`config.mk`:
```
export PLATFORM = sky130hd
export DESIGN_NAME = board_io
export DESIGN_NICKNAME = d
export VERILOG_FILES = /design/src/design/board_pkg.sv /design/src/design/board_if.sv /design/src/design/board_io.sv /design/src/design/board_regs.sv /design/src/design/debounce_switch.sv /design/src/design/phy_status_mon.sv /design/src/design/reset_sync.sv /design/src/design/signal_sync.sv
export SDC_FILE = /design/constraint.sdc
export NUM_CORES = 1
export LEC_CHECK = 0
export BUFFER_PORTS_ARGS = -buffer_cell sky130_fd_sc_hd__buf_2
export CAP_MARGIN = 30
export CELL_PAD_IN_SITES_DETAIL_PLACEMENT = 1
export CELL_PAD_IN_SITES_GLOBAL_PLACEMENT = 2
export CORE_MARGIN = 5
export CORE_UTILIZATION = 36
export DETAILED_ROUTE_END_ITERATION = 8
export PLACE_DENSITY = 0.86
export RECOVER_POWER = 25
export SYNTH_ARGS = -nofsm -noshare
export SYNTH_HDL_FRONTEND = slang
export SYNTH_SLANG_ARGS = --single-unit
```
`constraint.sdc`:
```
create_clock -name clk -period 2.84 [get_ports clk]
set_clock_uncertainty 0.2 [all_clocks]
set_input_delay 0.568 -clock clk [delete_from_list [all_inputs] [get_ports clk]]
set_output_delay 0.568 -clock clk [all_outputs]
set_load 0.01 [all_outputs]
```
`src/design/board_pkg.sv`:
```
// Board I/O shared definitions
package board_pkg;

    // Wishbone bus
    localparam int WB_ADR_W = 4;
    localparam int WB_DAT_W = 32;

    // Register word addresses
    localparam logic [WB_ADR_W-1:0] ADR_ID   = 4'd0;
    localparam logic [WB_ADR_W-1:0] ADR_CTRL = 4'd1;
    localparam logic [WB_ADR_W-1:0] ADR_LED  = 4'd2;
    localparam logic [WB_ADR_W-1:0] ADR_GPIO = 4'd3;
    localparam logic [WB_ADR_W-1:0] ADR_PHY  = 4'd4;

    localparam logic [WB_DAT_W-1:0] BOARD_ID = 32'hB0A2_D10F;

    // CTRL layout with led_src in 1:0, phy_reset_n in 2 and pcs_config in 12:8
    // Reset keeps the PHY in reset with autonegotiation enabled
    localparam logic [WB_DAT_W-1:0] CTRL_RESET = 32'h0000_1000;
    localparam logic [WB_DAT_W-1:0] CTRL_MASK  = 32'h0000_1F07;

    // Board I/O widths
    localparam int NUM_BTN  = 5;
    localparam int NUM_SW   = 4;
    localparam int STATUS_W = 16;
    localparam int LED_W    = 8;
    localparam int DROPS_W  = 8;

    // Synchronizer depths
    localparam int RESET_STAGES = 4;
    localparam int SYNC_STAGES  = 2;

    // Debounce timing short enough for simulation
    localparam int DEBOUNCE_RATE = 8;
    localparam int DEBOUNCE_N    = 4;

    // LED source select
    typedef enum logic [1:0] {
        LED_USER    = 2'd0,
        LED_STAT_LO = 2'd1,
        LED_STAT_HI = 2'd2,
        LED_SWITCH  = 2'd3
    } led_src_e;

endpackage

```
`src/design/board_if.sv`:
```
// Board I/O interfaces

interface wb_if import board_pkg::*; ();

    logic                cyc;
    logic                stb;
    logic                we;
    logic [WB_ADR_W-1:0] adr;
    logic [WB_DAT_W-1:0] dat_w;
    logic [WB_DAT_W-1:0] dat_r;
    logic                ack;

    // Pin side of the bus
    modport master (
        output cyc, stb, we, adr, dat_w,
        input  dat_r, ack
    );

    modport slave (
        input  cyc, stb, we, adr, dat_w,
        output dat_r, ack
    );

endinterface

interface phy_ctrl_if import board_pkg::*; ();

    led_src_e           led_src;
    logic [LED_W-1:0]   led_user;
    logic               clr;
    logic [DROPS_W-1:0] link_drops;
    logic               link_lost;

    modport regs (
        output led_src, led_user, clr,
        input  link_drops, link_lost
    );

    modport mon (
        input  led_src, led_user, clr,
        output link_drops, link_lost
    );

endinterface

```
`src/design/board_io.sv`:
```
// Board I/O top level

module board_io import board_pkg::*; (
    input  logic                clk,
    input  logic                arst_n,
    input  logic                pll_locked,
    input  logic [NUM_BTN-1:0]  btn,
    input  logic [NUM_SW-1:0]   sw,
    output logic [NUM_BTN-1:0]  btn_db,
    output logic [NUM_SW-1:0]   sw_db,
    input  logic                uart_rxd,
    input  logic                uart_rts,
    output logic                uart_rxd_sync,
    output logic                uart_rts_sync,
    input  logic [STATUS_W-1:0] pcs_status,
    output logic [4:0]          pcs_config,
    output logic                phy_reset_n,
    output logic [LED_W-1:0]    led,
    input  logic                wb_cyc,
    input  logic                wb_stb,
    input  logic                wb_we,
    input  logic [WB_ADR_W-1:0] wb_adr,
    input  logic [WB_DAT_W-1:0] wb_dat_w,
    output logic [WB_DAT_W-1:0] wb_dat_r,
    output logic                wb_ack,
    output logic                core_rst_n
);

    logic                rst_n;
    logic [STATUS_W-1:0] status_sync;

    wb_if       wb_bus ();
    phy_ctrl_if phy_ctl ();

    reset_sync u_reset_sync (
        .clk    (clk),
        .arst_n (arst_n),
        .locked (pll_locked),
        .rst_n  (rst_n)
    );

    assign core_rst_n = rst_n;

    // Buttons in the upper GPIO bits
    debounce_switch #(
        .WIDTH (NUM_BTN + NUM_SW),
        .N     (DEBOUNCE_N),
        .RATE  (DEBOUNCE_RATE)
    ) u_debounce (
        .clk     (clk),
        .rst_n   (rst_n),
        .in_sig  ({btn, sw}),
        .out_sig ({btn_db, sw_db})
    );

    signal_sync #(.WIDTH(2), .STAGES(SYNC_STAGES)) u_uart_sync (
        .clk     (clk),
        .in_sig  ({uart_rxd, uart_rts}),
        .out_sig ({uart_rxd_sync, uart_rts_sync})
    );

    // PCS/PMA status vector is quasi-static
    signal_sync #(.WIDTH(STATUS_W), .STAGES(SYNC_STAGES)) u_status_sync (
        .clk     (clk),
        .in_sig  (pcs_status),
        .out_sig (status_sync)
    );

    // Pin side of the Wishbone bus
    assign wb_bus.cyc   = wb_cyc;
    assign wb_bus.stb   = wb_stb;
    assign wb_bus.we    = wb_we;
    assign wb_bus.adr   = wb_adr;
    assign wb_bus.dat_w = wb_dat_w;
    assign wb_dat_r     = wb_bus.dat_r;
    assign wb_ack       = wb_bus.ack;

    board_regs u_regs (
        .clk         (clk),
        .rst_n       (rst_n),
        .wb          (wb_bus.slave),
        .ctl         (phy_ctl.regs),
        .btn_db      (btn_db),
        .sw_db       (sw_db),
        .status      (status_sync),
        .phy_reset_n (phy_reset_n),
        .pcs_config  (pcs_config)
    );

    phy_status_mon u_mon (
        .clk    (clk),
        .rst_n  (rst_n),
        .ctl    (phy_ctl.mon),
        .status (status_sync),
        .sw_db  (sw_db),
        .led    (led)
    );

endmodule

```
`src/design/board_regs.sv`:
```
// Wishbone board register block

module board_regs import board_pkg::*; (
    input  logic                clk,
    input  logic                rst_n,
    wb_if.slave                 wb,
    phy_ctrl_if.regs            ctl,
    input  logic [NUM_BTN-1:0]  btn_db,
    input  logic [NUM_SW-1:0]   sw_db,
    input  logic [STATUS_W-1:0] status,
    output logic                phy_reset_n,
    output logic [4:0]          pcs_config
);

    logic                wb_req;
    logic                wb_wr;
    logic                ack_q;
    logic                clr_q;
    logic [WB_DAT_W-1:0] ctrl_q;
    logic [LED_W-1:0]    led_q;
    logic [WB_DAT_W-1:0] rd_data;
    logic [WB_DAT_W-1:0] dat_r_q;

    // New access while no ack is pending
    assign wb_req = wb.cyc && wb.stb && !ack_q;
    assign wb_wr  = wb_req && wb.we;

    // Control state and single-cycle ack
    always_ff @(posedge clk or negedge rst_n) begin
        if (!rst_n) begin
            ack_q  <= 1'b0;
            clr_q  <= 1'b0;
            ctrl_q <= CTRL_RESET;
            led_q  <= '0;
        end else begin
            ack_q <= wb_req;
            // Any write to PHY status clears the link monitor
            clr_q <= wb_wr && (wb.adr == ADR_PHY);
            if (wb_wr) begin
                case (wb.adr)
                    ADR_CTRL: begin
                        ctrl_q <= wb.dat_w & CTRL_MASK;
                    end
                    ADR_LED: begin
                        led_q <= wb.dat_w[LED_W-1:0];
                    end
                    default: begin
                    end
                endcase
            end
        end
    end

    // Unmapped addresses read zero
    always_comb begin
        rd_data = '0;
        case (wb.adr)
            ADR_ID: begin
                rd_data = BOARD_ID;
            end
            ADR_CTRL: begin
                rd_data = ctrl_q;
            end
            ADR_LED: begin
                rd_data = WB_DAT_W'(led_q);
            end
            ADR_GPIO: begin
                rd_data[NUM_BTN-1:0] = btn_db;
                rd_data[8 +: NUM_SW] = sw_db;
            end
            ADR_PHY: begin
                rd_data[STATUS_W-1:0]   = status;
                rd_data[16 +: DROPS_W]  = ctl.link_drops;
                rd_data[24]             = ctl.link_lost;
            end
            default: begin
                rd_data = '0;
            end
        endcase
    end

    // Read data captured with the access and held while ack is high
    always_ff @(posedge clk) begin
        if (wb_req) begin
            dat_r_q <= rd_data;
        end
    end

    assign wb.ack   = ack_q;
    assign wb.dat_r = dat_r_q;

    // Control fields
    assign ctl.led_src  = led_src_e'(ctrl_q[1:0]);
    assign ctl.led_user = led_q;
    assign ctl.clr      = clr_q;
    assign phy_reset_n  = ctrl_q[2];
    assign pcs_config   = ctrl_q[12:8];

endmodule

```
`src/design/debounce_switch.sv`:
```
// Button and switch debouncer

module debounce_switch #(
    parameter int WIDTH = 1,
    parameter int N     = 4,
    parameter int RATE  = 8
) (
    input  logic             clk,
    input  logic             rst_n,
    input  logic [WIDTH-1:0] in_sig,
    output logic [WIDTH-1:0] out_sig
);

    localparam int CNT_W = (RATE > 1) ? $clog2(RATE) : 1;

    logic [CNT_W-1:0] cnt_q;
    logic             tick;
    logic [N-1:0]     hist_q [WIDTH];
    logic [N-1:0]     hist_d [WIDTH];

    // One sample tick every RATE clocks
    assign tick = (cnt_q == CNT_W'(RATE - 1));

    // Newest sample enters at bit 0
    always_comb begin
        for (int i = 0; i < WIDTH; i++) begin
            hist_d[i] = (hist_q[i] << 1) | N'(in_sig[i]);
        end
    end

    always_ff @(posedge clk or negedge rst_n) begin
        if (!rst_n) begin
            cnt_q   <= '0;
            out_sig <= '0;
            for (int i = 0; i < WIDTH; i++) begin
                hist_q[i] <= '0;
            end
        end else begin
            cnt_q <= tick ? '0 : cnt_q + 1'b1;
            if (tick) begin
                for (int i = 0; i < WIDTH; i++) begin
                    hist_q[i] <= hist_d[i];
                    // Change only once all N samples agree
                    if (&hist_d[i]) begin
                        out_sig[i] <= 1'b1;
                    end else if (~|hist_d[i]) begin
                        out_sig[i] <= 1'b0;
                    end
                end
            end
        end
    end

endmodule

```
`src/design/phy_status_mon.sv`:
```
// PHY link status monitor

module phy_status_mon import board_pkg::*; (
    input  logic                clk,
    input  logic                rst_n,
    phy_ctrl_if.mon             ctl,
    input  logic [STATUS_W-1:0] status,
    input  logic [NUM_SW-1:0]   sw_db,
    output logic [LED_W-1:0]    led
);

    logic               link_q;
    logic               link_fall;
    logic [DROPS_W-1:0] drops_q;
    logic               lost_q;
    logic [LED_W-1:0]   led_d;

    // Status bit 0 is link up
    assign link_fall = link_q && !status[0];

    always_ff @(posedge clk or negedge rst_n) begin
        if (!rst_n) begin
            link_q  <= 1'b0;
            drops_q <= '0;
            lost_q  <= 1'b0;
            led     <= '0;
        end else begin
            link_q <= status[0];
            led    <= led_d;
            // Clear wins over a drop on the same clock
            if (ctl.clr) begin
                drops_q <= '0;
                lost_q  <= 1'b0;
            end else if (link_fall) begin
                lost_q <= 1'b1;
                if (drops_q != '1) begin
                    drops_q <= drops_q + 1'b1;
                end
            end
        end
    end

    // LED source select
    always_comb begin
        case (ctl.led_src)
            LED_USER:    led_d = ctl.led_user;
            LED_STAT_LO: led_d = status[LED_W-1:0];
            LED_STAT_HI: led_d = status[STATUS_W-1 -: LED_W];
            // Board switches where sw[3] enables status and sw[0] picks the byte
            default: begin
                if (!sw_db[3]) begin
                    led_d = ctl.led_user;
                end else if (sw_db[0]) begin
                    led_d = status[STATUS_W-1 -: LED_W];
                end else begin
                    led_d = status[LED_W-1:0];
                end
            end
        endcase
    end

    assign ctl.link_drops = drops_q;
    assign ctl.link_lost  = lost_q;

endmodule

```
`src/design/reset_sync.sv`:
```
// Core reset synchronizer

module reset_sync import board_pkg::*; (
    input  logic clk,
    input  logic arst_n,
    input  logic locked,
    output logic rst_n
);

    // Either source clears the chain at once
    logic                    clr_n;
    logic [RESET_STAGES-1:0] sync_q;

    assign clr_n = arst_n & locked;

    // Ones shift in after both sources are high
    always_ff @(posedge clk or negedge clr_n) begin
        if (!clr_n) begin
            sync_q <= '0;
        end else begin
            sync_q <= {sync_q[RESET_STAGES-2:0], 1'b1};
        end
    end

    assign rst_n = sync_q[RESET_STAGES-1];

endmodule

```
`src/design/signal_sync.sv`:
```
// Flip-flop synchronizer

module signal_sync #(
    parameter int WIDTH  = 1,
    parameter int STAGES = 2
) (
    input  logic             clk,
    input  logic [WIDTH-1:0] in_sig,
    output logic [WIDTH-1:0] out_sig
);

    // Stage 0 is the metastable capture flop
    logic [WIDTH-1:0] sync_q [STAGES];

    always_ff @(posedge clk) begin
        sync_q[0] <= in_sig;
        for (int i = 1; i < STAGES; i++) begin
            sync_q[i] <= sync_q[i-1];
        end
    end

    assign out_sig = sync_q[STAGES-1];

endmodule

```
==> flow_summary.ini <==
[logic_synthesis]
synth_top_area_cell = dfrtp_1
synth_ff_type = dfrtp_1
synthArstFlopShare = 0.560
synthCells = 378
yosys-top-cells-area = dfrtp_1, edfxtp_1, dfxtp_1
ys_seq_area_frac = 0.650
synth_area_mm2 = 0.00536
syn_avg_cell_area_um2 = 14.2
synth_seq_cells = 141
synth_top_cell_area_share = 0.364
ys_types = 47
synth_warnings = 0
synth_edf_count = 26

[global_route]
grt_max_degree = 76
grt_pass1_wl_mm = 21.6
first_global_vias = 3918
grtUsageTotal = 0.161
antenna_found_initial = 0
grt_remaining_overflow = 0

[cts]
clockBufferDepth = 2
cts_tree = built
htree_levels = 4
clk_pin_slew_ns = 0.06
cts_buffers = 17
clk_latency_ns = 0.42
root_buffer = clkbuf_16
cts.sinks = 141
ctsHoldBuffers = 2
postCtsSetupBuffers = 0
cts_resized = 0

[worst_setup_path]
cpPeakStageDelay_ns = 0.88
arrival_ns = 1.57
worst_path_max_delay_cell = dfrtp_1
crit_path_start_kind = flop
worst-path-buf-inv = 1
required_ns = 2.07
path_cells = buf_2
cp-end-kind = primary output
path_max_fanout = 12
worst-setup-path-type = flop to primary output
crit_family = flip-flops

[floorplan]
core_mm2 = 0.0146
die_area_mm2 = 0.0174
io_pins = 128
die_x_um = 132
dieHeight_um = 132
std_cell_rows = 44
initial_core_util = 0.367

[finish]
final_common_cell = buf_2
syn2layout_area_growth_pct = 25.4
final_cell_mix = buf_2, dfrtp_1, mux2_2
num_antenna_cells = 0
drive_gt1_frac = 0.428
nets = 566
finalInstanceArea_mm2 = 0.00672

[power]
ir_drop_mv = 0.439
p_leak_uw = 0.00302
pwr_density_cell_mw_per_mm2 = 775

[drt]
viasPerCell = 5.11
route.detailed.drc = 0
drt_iter0_drc = 198
first_pass_iters = 4
drt_wl_total_mm = 13.7
wl_per_cell_um = 19.8
postRouteAntennaNets = 0
vias = 3530

[sta]
final_max_slew_viol_count = 0
period_share = 0.824
tns_ns = 0
hold_slack_ns = 0.0467
final_hold_viol_count = 0
rsz0062_at_grt = no
final.min_clock_period_ns = 2.34
relSlewSlack = 0.346
setup_violations = 0
fmax_mhz = 428
worst_pin_slew_ns = 0.981

[outcome]
status = complete, no violations

[worst_hold_path]
min_path_type = primary input to flop

[run]
drv_cap = 0

[place]
io_buffers = 104
globalplace.congestion = 0.773
placed_cell_area_mm2 = 0.00606
hpwl_mm = 9.37
stage by stage:
stage	util	cells	setup slack (ns)	power [uW]
floorplan	-	381	0.104	2720
global placement	0.416	656	0.514	2900
detailed placement	0.416	656	0.472	2940
CTS	0.460	690	0.483	5260
global route	0.460	691	0.462	5420
finish	0.460	691	0.501	5200
layer usage:
layer  track usage  wire [um]
met1         0.191       5570
met2         0.266       6990
met3        0.0508        761
met4        0.0737        368
met5             0          0
cells by family (layout without fill, tap and decap cells):
logic type / Yosys count / after routing / share of synthesized area
other: 2 / 5 / 0.00140
multiplexers: 60 / 60 / 0.141
AND/OR/NAND/NOR: 81 / 81 / 0.0902
AO/OA/AOI/OAI: 56 / 56 / 0.0708
XOR/XNOR: 5 / 5 / 0.00818
adder cells (fa/ha/maj): 3 / 3 / 0.00701
buffers and inverters: 30 / 156 / 0.0320
flip-flops: 141 / 141 / 0.650
flip-flops by register name, summed over array words and instances, names as in the netlist:
register              count
u_status_sync.sync_q     32
u_debounce.hist_q        27
u_regs.wb.dat_r          26
u_debounce.out_sig        9
u_mon.ctl.link_drops      8
u_mon.led                 8
u_regs.ctl.led_user       8
u_regs.ctrl_q             8
u_reset_sync.sync_q       4
u_uart_sync.sync_q        4
u_debounce.cnt_q          3
u_mon.ctl.link_lost       1
u_mon.link_q              1
u_regs.ctl.clr            1
u_regs.wb.ack             1
power by group:
part | total (uW) | internal, uW | switching, uW
clock | 2300 | 1460 | 836
sequential | 2420 | 2240 | 180
combinational | 487 | 238 | 250
total | 5200 | 3940 | 1270
cells in the mapped netlist (3+ instances only):
cell type  number
a21oi_1        24
nand2_1        14
and3_1          5
xor2_1          3
mux2i_1         9
dfrtp_1        78
a41oi_1         9
nand3_1         3
a22oi_1         6
edfxtp_1       26
ha_1            3
clkbuf_1        8
dfxtp_1        36
and3_2          7
or4b_2          9
a22o_1          3
a221oi_1        4
nor2_1         27
buf_6           4
buf_2           5
inv_1           6
mux4_2          8
mux2_2         43
buf_4           6
final timing paths:
| check | startpoint | endpoint | slack (ns) | cells past startpoint |
|---|---|---|---|---|
| worst max-delay path | u_debounce.out_sig[0] | sw_db[0] | 0.50 | 1 |
| worst min-delay path | pcs_status[1] | u_status_sync.sync_q[0][1] | 0.05 | 1 |
| worst max register to register | u_debounce.cnt_q[0] | u_debounce.out_sig[2] | 0.66 | 6 |
| worst min register to register | u_reset_sync.sync_q[3] | u_regs.ctl.led_user[6] | 0.11 | 1 |
| max in group asynchronous | u_reset_sync.sync_q[3] | u_regs.ctl.led_user[7] | 0.98 | 2 |
| min in group asynchronous | u_reset_sync.sync_q[3] | u_regs.ctl.led_user[6] | 0.11 | 1 |
layout make-up:
class,count,area [um^2]
fill,1502,7870
sequential,141,3480
multi-input combinational,210,1730
timing repair buffer,118,624
clock buffer,25,561
tap,184,230
clock inverter,7,68.8
inverter,6,22.5
No activity file was read; power rests on OpenSTA's default activity.
